$ cat src/hdl/board_map_pkg.sv
package board_map_pkg;

    // feature word, rows are written raw, outputs read the fields
    typedef union packed {
        logic [15:0] raw;
        struct packed {
            logic       pri360_high;  // tc0360pri high priority bank
            logic       pri360;       // tc0360pri fitted
            logic       dar260;       // tc0260dar palette
            logic       pcr110;       // tc0110pcr palette
            logic       fmc190;       // tc0190fmc sprites
            logic [1:0] obj_extender; // 0 none, 1 and 2 board variants
            logic       tmp82c265;
            logic       te7750;       // te7750 io
            logic       io_swap;      // io0 and io1 swapped
            logic       grd280;       // tc0280grd roz
            logic       grw430;       // tc0430grw roz
            logic       scp480;       // tc0480scp tilemap
            logic       scn100;       // second tc0100scn
            logic       bpp15;        // 15 bit colour
            logic       bppmix;       // mixed depth, needs bpp15
        } f;
    } feature_word_t;

    // base byte is cpu a[23:16], mask byte selects compared bits
    typedef logic [15:0] region_word_t;

    localparam int REGION_COUNT = 14;

    // base ff with zero mask never decodes
    localparam region_word_t REGION_UNMAPPED = {8'hFF, 8'h00};

    // unknown board, tc0110pcr palette only
    localparam feature_word_t FEATURE_DEFAULT = 16'b0_0_0_1_0_00_0_0_0_0_0_0_0_0_0;

endpackage

$ cat src/hdl/game_pkg.sv
package game_pkg;

    // board identifiers, 8 bit code as seen on the config bus
    typedef enum logic [7:0] {
        GAME_NONE     = 8'h00, // nothing loaded, falls to default row
        GAME_FINALB   = 8'h01,
        GAME_DONDOKOD = 8'h02,
        GAME_MEGAB    = 8'h03,
        GAME_THUNDFOX = 8'h04, // dual tc0100scn
        GAME_GROWL    = 8'h05,
        GAME_NINJAK   = 8'h06,
        GAME_PULIRULA = 8'h07,
        GAME_DINOREX  = 8'h08,
        GAME_DRIFTOUT = 8'h09
    } game_t;

endpackage
$ cat src/hdl/game_board_config.sv
module game_board_config (
    input  logic                        clk,
    input  logic                        rst,
    input  game_pkg::game_t             game,
    output logic                        cfg_360pri_high,
    output logic                        cfg_360pri,
    output logic                        cfg_260dar,
    output logic                        cfg_110pcr,
    output logic                        cfg_190fmc,
    output logic [1:0]                  cfg_obj_extender,
    output logic                        cfg_tmp82c265,
    output logic                        cfg_te7750,
    output logic                        cfg_io_swap,
    output logic                        cfg_280grd,
    output logic                        cfg_430grw,
    output logic                        cfg_480scp,
    output logic                        cfg_100scn,
    output logic                        cfg_bpp15,
    output logic                        cfg_bppmix,
    output board_map_pkg::region_word_t cfg_addr_rom,
    output board_map_pkg::region_word_t cfg_addr_rom1,
    output board_map_pkg::region_word_t cfg_addr_work_ram,
    output board_map_pkg::region_word_t cfg_addr_screen0,
    output board_map_pkg::region_word_t cfg_addr_screen1,
    output board_map_pkg::region_word_t cfg_addr_obj,
    output board_map_pkg::region_word_t cfg_addr_color,
    output board_map_pkg::region_word_t cfg_addr_io0,
    output board_map_pkg::region_word_t cfg_addr_io1,
    output board_map_pkg::region_word_t cfg_addr_sound,
    output board_map_pkg::region_word_t cfg_addr_extension,
    output board_map_pkg::region_word_t cfg_addr_priority,
    output board_map_pkg::region_word_t cfg_addr_roz,
    output board_map_pkg::region_word_t cfg_addr_cchip
);

    // both tables see the same game and register in parallel, one cycle
    board_feature_table board_feature_table_i (
        .clk              (clk),
        .rst              (rst),
        .game             (game),
        .cfg_360pri_high  (cfg_360pri_high),
        .cfg_360pri       (cfg_360pri),
        .cfg_260dar       (cfg_260dar),
        .cfg_110pcr       (cfg_110pcr),
        .cfg_190fmc       (cfg_190fmc),
        .cfg_obj_extender (cfg_obj_extender),
        .cfg_tmp82c265    (cfg_tmp82c265),
        .cfg_te7750       (cfg_te7750),
        .cfg_io_swap      (cfg_io_swap),
        .cfg_280grd       (cfg_280grd),
        .cfg_430grw       (cfg_430grw),
        .cfg_480scp       (cfg_480scp),
        .cfg_100scn       (cfg_100scn),
        .cfg_bpp15        (cfg_bpp15),
        .cfg_bppmix       (cfg_bppmix)
    );

    board_address_map board_address_map_i (
        .clk                (clk),
        .rst                (rst),
        .game               (game),
        .cfg_addr_rom       (cfg_addr_rom),
        .cfg_addr_rom1      (cfg_addr_rom1),
        .cfg_addr_work_ram  (cfg_addr_work_ram),
        .cfg_addr_screen0   (cfg_addr_screen0),
        .cfg_addr_screen1   (cfg_addr_screen1),
        .cfg_addr_obj       (cfg_addr_obj),
        .cfg_addr_color     (cfg_addr_color),
        .cfg_addr_io0       (cfg_addr_io0),
        .cfg_addr_io1       (cfg_addr_io1),
        .cfg_addr_sound     (cfg_addr_sound),
        .cfg_addr_extension (cfg_addr_extension),
        .cfg_addr_priority  (cfg_addr_priority),
        .cfg_addr_roz       (cfg_addr_roz),
        .cfg_addr_cchip     (cfg_addr_cchip)
    );

endmodule

$ cat src/hdl/board_address_map.sv
module board_address_map (
    input  logic                        clk,
    input  logic                        rst,
    input  game_pkg::game_t             game,
    output board_map_pkg::region_word_t cfg_addr_rom,
    output board_map_pkg::region_word_t cfg_addr_rom1,
    output board_map_pkg::region_word_t cfg_addr_work_ram,
    output board_map_pkg::region_word_t cfg_addr_screen0,
    output board_map_pkg::region_word_t cfg_addr_screen1,
    output board_map_pkg::region_word_t cfg_addr_obj,
    output board_map_pkg::region_word_t cfg_addr_color,
    output board_map_pkg::region_word_t cfg_addr_io0,
    output board_map_pkg::region_word_t cfg_addr_io1,
    output board_map_pkg::region_word_t cfg_addr_sound,
    output board_map_pkg::region_word_t cfg_addr_extension,
    output board_map_pkg::region_word_t cfg_addr_priority,
    output board_map_pkg::region_word_t cfg_addr_roz,
    output board_map_pkg::region_word_t cfg_addr_cchip
);

    // slot of each region in the map
    localparam int ROM  = 0;
    localparam int ROM1 = 1;
    localparam int WRAM = 2;
    localparam int SCR0 = 3;
    localparam int SCR1 = 4;
    localparam int OBJ  = 5;
    localparam int COL  = 6;
    localparam int IO0  = 7;
    localparam int IO1  = 8;
    localparam int SND  = 9;
    localparam int EXT  = 10;
    localparam int PRI  = 11;
    localparam int ROZ  = 12;
    localparam int CCH  = 13;

    board_map_pkg::region_word_t map_d [board_map_pkg::REGION_COUNT];
    board_map_pkg::region_word_t map_q [board_map_pkg::REGION_COUNT];

    always_comb begin
        map_d = '{default: board_map_pkg::REGION_UNMAPPED}; // unlisted regions stay off
        case (game)
            game_pkg::GAME_FINALB: begin
                map_d[ROM]  = {8'h00, 8'hFC}; // 256k program
                map_d[WRAM] = {8'h10, 8'hFF};
                map_d[COL]  = {8'h20, 8'hFF}; // tc0110pcr
                map_d[IO0]  = {8'h30, 8'hFF}; // tc0220ioc
                map_d[SND]  = {8'h32, 8'hFF}; // tc0140syt
                map_d[SCR0] = {8'h80, 8'hF0};
                map_d[OBJ]  = {8'h90, 8'hFF};
            end
            game_pkg::GAME_DONDOKOD: begin
                map_d[ROM]  = {8'h00, 8'hF8};
                map_d[WRAM] = {8'h10, 8'hFF};
                map_d[COL]  = {8'h20, 8'hFF};
                map_d[IO0]  = {8'h30, 8'hFF};
                map_d[SND]  = {8'h32, 8'hFF};
                map_d[SCR0] = {8'h80, 8'hF0};
                map_d[OBJ]  = {8'h90, 8'hFF};
                map_d[ROZ]  = {8'hA0, 8'hFE}; // tc0280grd ram
                map_d[PRI]  = {8'hB0, 8'hFF};
            end
            game_pkg::GAME_MEGAB: begin
                map_d[ROM]  = {8'h00, 8'hF8};
                map_d[SND]  = {8'h10, 8'hFF};
                map_d[IO0]  = {8'h12, 8'hFF};
                map_d[CCH]  = {8'h18, 8'hFF}; // c-chip shared ram
                map_d[WRAM] = {8'h20, 8'hFF};
                map_d[COL]  = {8'h30, 8'hFF};
                map_d[PRI]  = {8'h40, 8'hFF};
                map_d[SCR0] = {8'h60, 8'hF1}; // also decodes the even banks up to 0x6e
                map_d[OBJ]  = {8'h80, 8'hFF};
            end
            game_pkg::GAME_THUNDFOX: begin
                map_d[ROM]  = {8'h00, 8'hF8};
                map_d[COL]  = {8'h10, 8'hFE};
                map_d[IO0]  = {8'h20, 8'hFF};
                map_d[SND]  = {8'h22, 8'hFF};
                map_d[WRAM] = {8'h30, 8'hFF};
                map_d[SCR0] = {8'h40, 8'hF0}; // first tc0100scn
                map_d[SCR1] = {8'h50, 8'hF0}; // second tc0100scn
                map_d[OBJ]  = {8'h60, 8'hFF};
                map_d[PRI]  = {8'h80, 8'hFF};
            end
            game_pkg::GAME_GROWL: begin
                map_d[ROM]  = {8'h00, 8'hF0};
                map_d[WRAM] = {8'h10, 8'hFF};
                map_d[COL]  = {8'h20, 8'hFF};
                map_d[IO0]  = {8'h30, 8'hFF}; // dsw and coin
                map_d[IO1]  = {8'h32, 8'hFF}; // player inputs
                map_d[SND]  = {8'h40, 8'hFF};
                map_d[EXT]  = {8'h50, 8'hFF}; // spritebank, input3/4
                map_d[SCR0] = {8'h80, 8'hF0};
                map_d[OBJ]  = {8'h90, 8'hFF};
                map_d[PRI]  = {8'hB0, 8'hFF};
            end
            game_pkg::GAME_NINJAK: begin
                map_d[ROM]  = {8'h00, 8'hF8};
                map_d[WRAM] = {8'h10, 8'hFF};
                map_d[COL]  = {8'h20, 8'hFF};
                map_d[IO0]  = {8'h30, 8'hF7}; // te7750, watchdog at 0x38
                map_d[SND]  = {8'h40, 8'hFF};
                map_d[EXT]  = {8'h60, 8'hFF};
                map_d[SCR0] = {8'h80, 8'hF0};
                map_d[OBJ]  = {8'h90, 8'hFF};
                map_d[PRI]  = {8'hB0, 8'hFF};
            end
            game_pkg::GAME_PULIRULA: begin
                map_d[ROM]  = {8'h00, 8'hF0};
                map_d[SND]  = {8'h20, 8'hFF};
                map_d[WRAM] = {8'h30, 8'hFF};
                map_d[ROZ]  = {8'h40, 8'hF0}; // tc0430grw ram
                map_d[EXT]  = {8'h60, 8'hFF};
                map_d[COL]  = {8'h70, 8'hF0};
                map_d[SCR0] = {8'h80, 8'hF0};
                map_d[OBJ]  = {8'h90, 8'hFF};
                map_d[PRI]  = {8'hA0, 8'hFF};
                map_d[IO0]  = {8'hB0, 8'hFF}; // tc0510nio
            end
            game_pkg::GAME_DINOREX: begin
                map_d[ROM]  = {8'h00, 8'hE0}; // 2m program
                map_d[ROM1] = {8'h20, 8'hF0}; // data rom window
                map_d[IO0]  = {8'h30, 8'hFF};
                map_d[EXT]  = {8'h40, 8'hFF};
                map_d[COL]  = {8'h50, 8'hFF};
                map_d[WRAM] = {8'h60, 8'hF0};
                map_d[PRI]  = {8'h70, 8'hFF};
                map_d[OBJ]  = {8'h80, 8'hFF};
                map_d[SCR0] = {8'h90, 8'hF0};
                map_d[SND]  = {8'hA0, 8'hFF};
            end
            game_pkg::GAME_DRIFTOUT: begin
                map_d[ROM]  = {8'h00, 8'hF0};
                map_d[SND]  = {8'h20, 8'hFF};
                map_d[WRAM] = {8'h30, 8'hFF};
                map_d[ROZ]  = {8'h40, 8'hF0};
                map_d[COL]  = {8'h70, 8'hFF};
                map_d[SCR0] = {8'h80, 8'hF0};
                map_d[OBJ]  = {8'h90, 8'hFF};
                map_d[PRI]  = {8'hA0, 8'hFF};
                map_d[IO0]  = {8'hB0, 8'hFF}; // paddle shares this base
            end
            default: begin
            end
        endcase
    end

    always_ff @(posedge clk) begin
        if (rst) begin
            map_q <= '{default: board_map_pkg::REGION_UNMAPPED};
        end else begin
            map_q <= map_d;
        end
    end

    assign cfg_addr_rom       = map_q[ROM];
    assign cfg_addr_rom1      = map_q[ROM1];
    assign cfg_addr_work_ram  = map_q[WRAM];
    assign cfg_addr_screen0   = map_q[SCR0];
    assign cfg_addr_screen1   = map_q[SCR1];
    assign cfg_addr_obj       = map_q[OBJ];
    assign cfg_addr_color     = map_q[COL];
    assign cfg_addr_io0       = map_q[IO0];
    assign cfg_addr_io1       = map_q[IO1];
    assign cfg_addr_sound     = map_q[SND];
    assign cfg_addr_extension = map_q[EXT];
    assign cfg_addr_priority  = map_q[PRI];
    assign cfg_addr_roz       = map_q[ROZ];
    assign cfg_addr_cchip     = map_q[CCH];

    // cpu boots from vectors at zero, program rom must sit there
    a_rom_at_zero: assert property (@(posedge clk) disable iff (rst)
        map_q[ROM] != board_map_pkg::REGION_UNMAPPED |-> map_q[ROM][15:8] == 8'h00);

    for (genvar i = 0; i < board_map_pkg::REGION_COUNT; i++) begin : g_rst_chk
        a_unmapped_after_rst: assert property (@(posedge clk)
            rst |=> map_q[i] == board_map_pkg::REGION_UNMAPPED);
    end

endmodule

$ cat src/hdl/board_feature_table.sv
module board_feature_table (
    input  logic                clk,
    input  logic                rst,
    input  game_pkg::game_t     game,
    output logic                cfg_360pri_high,
    output logic                cfg_360pri,
    output logic                cfg_260dar,
    output logic                cfg_110pcr,
    output logic                cfg_190fmc,
    output logic [1:0]          cfg_obj_extender,
    output logic                cfg_tmp82c265,
    output logic                cfg_te7750,
    output logic                cfg_io_swap,
    output logic                cfg_280grd,
    output logic                cfg_430grw,
    output logic                cfg_480scp,
    output logic                cfg_100scn,
    output logic                cfg_bpp15,
    output logic                cfg_bppmix
);

    board_map_pkg::feature_word_t feat_d;
    board_map_pkg::feature_word_t feat_q;

    // columns: ph pr dar pcr fmc obj tmp te io grd grw scp scn 15 mx
    always_comb begin
        case (game)
            game_pkg::GAME_FINALB:   feat_d.raw = 16'b0_0_0_1_0_00_0_0_0_0_0_0_0_0_0;
            game_pkg::GAME_DONDOKOD: feat_d.raw = 16'b0_1_1_0_0_00_0_0_0_1_0_0_0_0_0;
            game_pkg::GAME_MEGAB:    feat_d.raw = 16'b0_1_1_0_0_00_0_0_0_0_0_0_0_1_1;
            game_pkg::GAME_THUNDFOX: feat_d.raw = 16'b1_1_1_0_0_00_0_0_0_0_0_0_1_0_0;
            game_pkg::GAME_GROWL:    feat_d.raw = 16'b0_1_1_0_1_00_1_0_0_0_0_0_0_1_1;
            game_pkg::GAME_NINJAK:   feat_d.raw = 16'b0_1_1_0_1_00_0_1_1_0_0_0_0_0_0;
            game_pkg::GAME_PULIRULA: feat_d.raw = 16'b1_1_1_0_0_10_0_0_0_0_1_0_0_1_0;
            game_pkg::GAME_DINOREX:  feat_d.raw = 16'b0_1_1_0_0_01_0_0_0_0_0_0_0_1_1;
            game_pkg::GAME_DRIFTOUT: feat_d.raw = 16'b1_1_1_0_0_00_0_0_0_0_1_0_0_1_0;
            default:                 feat_d     = board_map_pkg::FEATURE_DEFAULT;
        endcase
    end

    always_ff @(posedge clk) begin
        if (rst) begin
            feat_q.raw <= '0; // all features off
        end else begin
            feat_q <= feat_d;
        end
    end

    assign cfg_360pri_high  = feat_q.f.pri360_high;
    assign cfg_360pri       = feat_q.f.pri360;
    assign cfg_260dar       = feat_q.f.dar260;
    assign cfg_110pcr       = feat_q.f.pcr110;
    assign cfg_190fmc       = feat_q.f.fmc190;
    assign cfg_obj_extender = feat_q.f.obj_extender;
    assign cfg_tmp82c265    = feat_q.f.tmp82c265;
    assign cfg_te7750       = feat_q.f.te7750;
    assign cfg_io_swap      = feat_q.f.io_swap;
    assign cfg_280grd       = feat_q.f.grd280;
    assign cfg_430grw       = feat_q.f.grw430;
    assign cfg_480scp       = feat_q.f.scp480;
    assign cfg_100scn       = feat_q.f.scn100;
    assign cfg_bpp15        = feat_q.f.bpp15;
    assign cfg_bppmix       = feat_q.f.bppmix;

    // mixed depth only exists on 15 bit colour boards
    a_bppmix_needs_bpp15: assert property (
        @(posedge clk) !rst |=> (!feat_q.f.bppmix || feat_q.f.bpp15));

    a_obj_extender_legal: assert property (
        @(posedge clk) disable iff (rst) feat_q.f.obj_extender != 2'd3);

endmodule

$ cat config.mk
export PLATFORM = sky130hd
export DESIGN_NAME = game_board_config
export DESIGN_NICKNAME = d
export VERILOG_FILES = /design/src/hdl/board_map_pkg.sv /design/src/hdl/game_pkg.sv /design/src/hdl/game_board_config.sv /design/src/hdl/board_address_map.sv /design/src/hdl/board_feature_table.sv
export SDC_FILE = /design/constraint.sdc
export NUM_CORES = 1
export LEC_CHECK = 0
export BUFFER_PORTS_ARGS = -buffer_cell sky130_fd_sc_hd__buf_2
export CAP_MARGIN = 30
export CORE_AREA = 2 2 97 99
export CTS_CLUSTER_SIZE = 30
export DETAILED_ROUTE_END_ITERATION = 7
export DIE_AREA = 0 0 99 101
export HOLD_SLACK_MARGIN = 0.02
export PLACE_DENSITY = 0.8
export SETUP_SLACK_MARGIN = 0.05
export SYNTH_ARGS = -nofsm -noshare
export SYNTH_HDL_FRONTEND = slang
export SYNTH_HIERARCHICAL = 1
export SYNTH_SLANG_ARGS = --single-unit
$ cat constraint.sdc
create_clock -name clk -period 3.1 [get_ports clk]
set_input_delay 0.62 -clock clk [delete_from_list [all_inputs] [get_ports clk]]
set_output_delay 0.62 -clock clk [all_outputs]
set_load 0.02 [all_outputs]
==> key figures <==
Critical path
  – Crit-path leading delay family: flip-flops
  – Critical path arrival: 1150 ps
  – Worst-path maximum fanout: 19
  – Crit path cell chain: buf_2
  – CP endpoint kind: output pin
  – Buffers & Inverters on Critical Path: 1
  – Slowest cell on crit path: dfxtp_1
  – Peak per-stage delay on the critical path: 570 ps
  – Critical path class: register to output pin
  – CP Launch Type: register
  – CP required: 2480 ps

Floorplan
  – Core ar.: 0.008977 sq mm
  – Initial Utilization: 0.4139
  – Num ports: 250
  – Die H: a little over 100 um
  – DIE AREA: 0.009999 sq mm
  – Die outline width: 99 um
  – Std-Cell Rows: 35

Synthesis
  – Syn. warnings: 6
  – Biggest area consumer among synthesized cells: dfxtp_1
  – Instance count of the mapped netlist: 409
  – #FFs+latches synth: between 70 and 80
  – Post-Syn Area: 0.003716 sq mm
  – Post-synthesis sequential area ratio: 0.3879
  – Yosys top cell area share: 0.3879
  – Post-synth top flop: dfxtp_1
  – Netlist cell types: 45
  – EDFF count, synth: 0
  – Top cells by area, synth: dfxtp_1 (39%), buf_4 (34%), o21ai_0 (2.7%)
  – Syn Area/Cell: 9.086 sq um
  – Asr flop ratio synth: 0

Global route
  – Largest net degree at the start of global routing: 46
  – Vias in the first global route: 2058
  – Initial antenna violation count: 0
  – First-pass GRT wire length: 10720 um
  – Total track usage: 0.1402
  – Grt total ovfl: 0

Clock tree
  – CTS clk-pin slew, worst paths: around 80 ps
  – Hold_buf cts: 0
  – Total CTS buffers: 9
  – TritonCTS clock tree: built
  – Root Driver: clkbuf_8
  – # resized after CTS: 0
  – H-tree Lvls: 3
  – Clock Sinks: 72
  – Clk buf depth: 2
  – Post-CTS Setup Inserts: 0

Detailed routing
  – Total wire length: 7573 um
  – Pre-Repair DR Iteration Count: 4
  – 1st-iter DRT viols: between 100 and 150
  – Drt wl/cell: 12.64 um
  – Antenna-violating nets left: 0
  – Vias per Instance: 4.321
  – DR vias: roughly 2600
  – DR DRC count: 0

Cells and area
  – Fin nets: 498
  – N_diodes: 0
  – Area grow syn2layout: 7.239%
  – Share of cells above drive strength 1: 0.5184

Timing
  – RSZ-0062 raised after global routing: false
  – Setup TNS Final: 0 ps
  – Period utilization: 0.5711
  – # setup viols final: 0
  – Slew Limit Headroom: 0.6048
  – Final Hold Viols: 0
  – F_max: 564.8 MHz
  – Slew @ Worst Pin: 588.3 ps
  – Fin crit period: 1771 ps
  – Slew Viols, Final: 0

Power and ir drop
  – PD cells: between 400 and 500 mW/mm^2
  – Peak VDD IR: 259.5 uV
  – Total power: 1.977 mW
  – Leakage Power: approximately 2.0 nW

Placement
  – GP Congestion: 0.7504
  – Buffers on Ports: about 230
  – HPWL Detailed: 5682 um

Hold path
  – HP Class: primary input to register
  – Hold Path Depth: 2
  – Hold endpoint: board_feature_table_i/feat_q[12]$_SDFF_PP0_
  – Worst hold start: rst

Run
  – Max-cap violations: 0

Run status
  – Status: completed
## layout by cell type, fill, tap and decap left out, types with 2 or more instances in the layout
cell        instances
or2_2               2
ha_1                5
dfxtp_1            72
buf_4               4
clkinvlp_4          2
buf_2             225
and3_1             10
inv_1               3
bufinv_16           2
nor3b_1             4
and2_1             12
or3_1               3
o21ai_0            20
nand3b_1            4
nor2b_1             5
a21oi_1             4
clkbuf_8           12
nand3_1            12
nand2_1            13
conb_1             24
nor2_1             10
or4_4               2
o21a_1              5
mux2i_1             2
nand2b_1            3
a211oi_1            2
nor3_1              7
xnor2_1             2
## worst max-delay path by stage
stage,startpoint,end,slack [ps],depth (start not counted)
after CTS,board_address_map_i/cfg_addr_obj[7]$_SDFF_PP0_,cfg_addr_io0[7],1280,1
final,board_address_map_i/cfg_addr_obj[7]$_SDFF_PP0_,cfg_addr_io0[7],1330,1
after floorplan,game[4],board_address_map_i/cfg_addr_extension[13]$_SDFF_PP1_,1160,4
after global placement,game[4],board_address_map_i/cfg_addr_extension[13]$_SDFF_PP1_,1020,4
after detailed placement,game[4],board_address_map_i/cfg_addr_sound[14]$_SDFF_PP1_,990,5
after global routing,game[4],board_address_map_i/cfg_addr_work_ram[13]$_SDFF_PP1_,1210,4
## cell families after synthesis
logic type	count (synthesis)	synth area share
flops	72	0.3879
compound gates	39	0.06432
xor+xnor	2	0.004715
simple gates	95	0.1498
buf+inv	190	0.3650
fa+ha+maj	5	0.01684
other cells	3	0.003030
mux	3	0.008418
## routing by layer
metal | up-vias | GRT usage | wire length, um
met5 | - | 0 | 0
met4 | 0 | 0.06849 | 99
met3 | 7 | 0.03953 | 579
met2 | 129 | 0.2422 | 3950
met1 | 1173 | 0.1592 | 2944
li1 | 1279 | - | -
## registers in the layout, summed over array words and instances (netlist names), 5 cells and up
register / cells
board_feature_table_i/feat_q: 13
board_address_map_i/cfg_addr_io0: 5
board_address_map_i/cfg_addr_work_ram: 6
board_address_map_i/cfg_addr_priority: 6
board_address_map_i/cfg_addr_color: 5
board_address_map_i/cfg_addr_rom: 5
board_address_map_i/cfg_addr_roz: 5
board_address_map_i/cfg_addr_sound: 7
## stage by stage
step	hold slack [ps]	instance area [sq um]	worst slack, ps	utilization	std cells
floorplan	691.1	3795	1160	-	430
global placement	926.8	3745	1023	0.4171	583
detailed placement	936.3	3745	992.2	0.4171	583
CTS	558.7	3985	1280	0.4439	599
global route	576.8	3985	1211	0.4439	599
finish	577.0	3985	1329	0.4439	599
## layout make-up
type | instances | area, sq um
Clock buffer | 12 | 165.2
Clock inverter | 4 | 75.07
Fill cell | 861 | 4992
Inverter | 3 | 11.26
Multi-Input combinational cell | 168 | 997.2
Sequential cell | 72 | 1441
Tap cell | 111 | 138.9
Timing Repair Buffer | 229 | 1156
## report_power, final
group	switching, mW	total (mW)	internal, mW	leakage (nW)
clock	0.352	0.871	0.519	0.115
sequential	0.00436	0.935	0.931	0.583
combinational	0.124	0.171	0.0468	1.32
total	0.480	1.98	1.50	2.02
## synthesized netlist by cell type, types with 4 or more instances
cell,n
nor2b_1,5
dfxtp_1,72
and2_1,12
a21oi_1,4
nand3_1,12
clkbuf_1,14
nor3_1,7
ha_1,5
nand3b_1,4
o21ai_0,20
nand2_1,13
o21a_1,5
nor3b_1,4
and3_1,10
buf_4,168
nor2_1,10
Power figures use the tool's default switching activity.
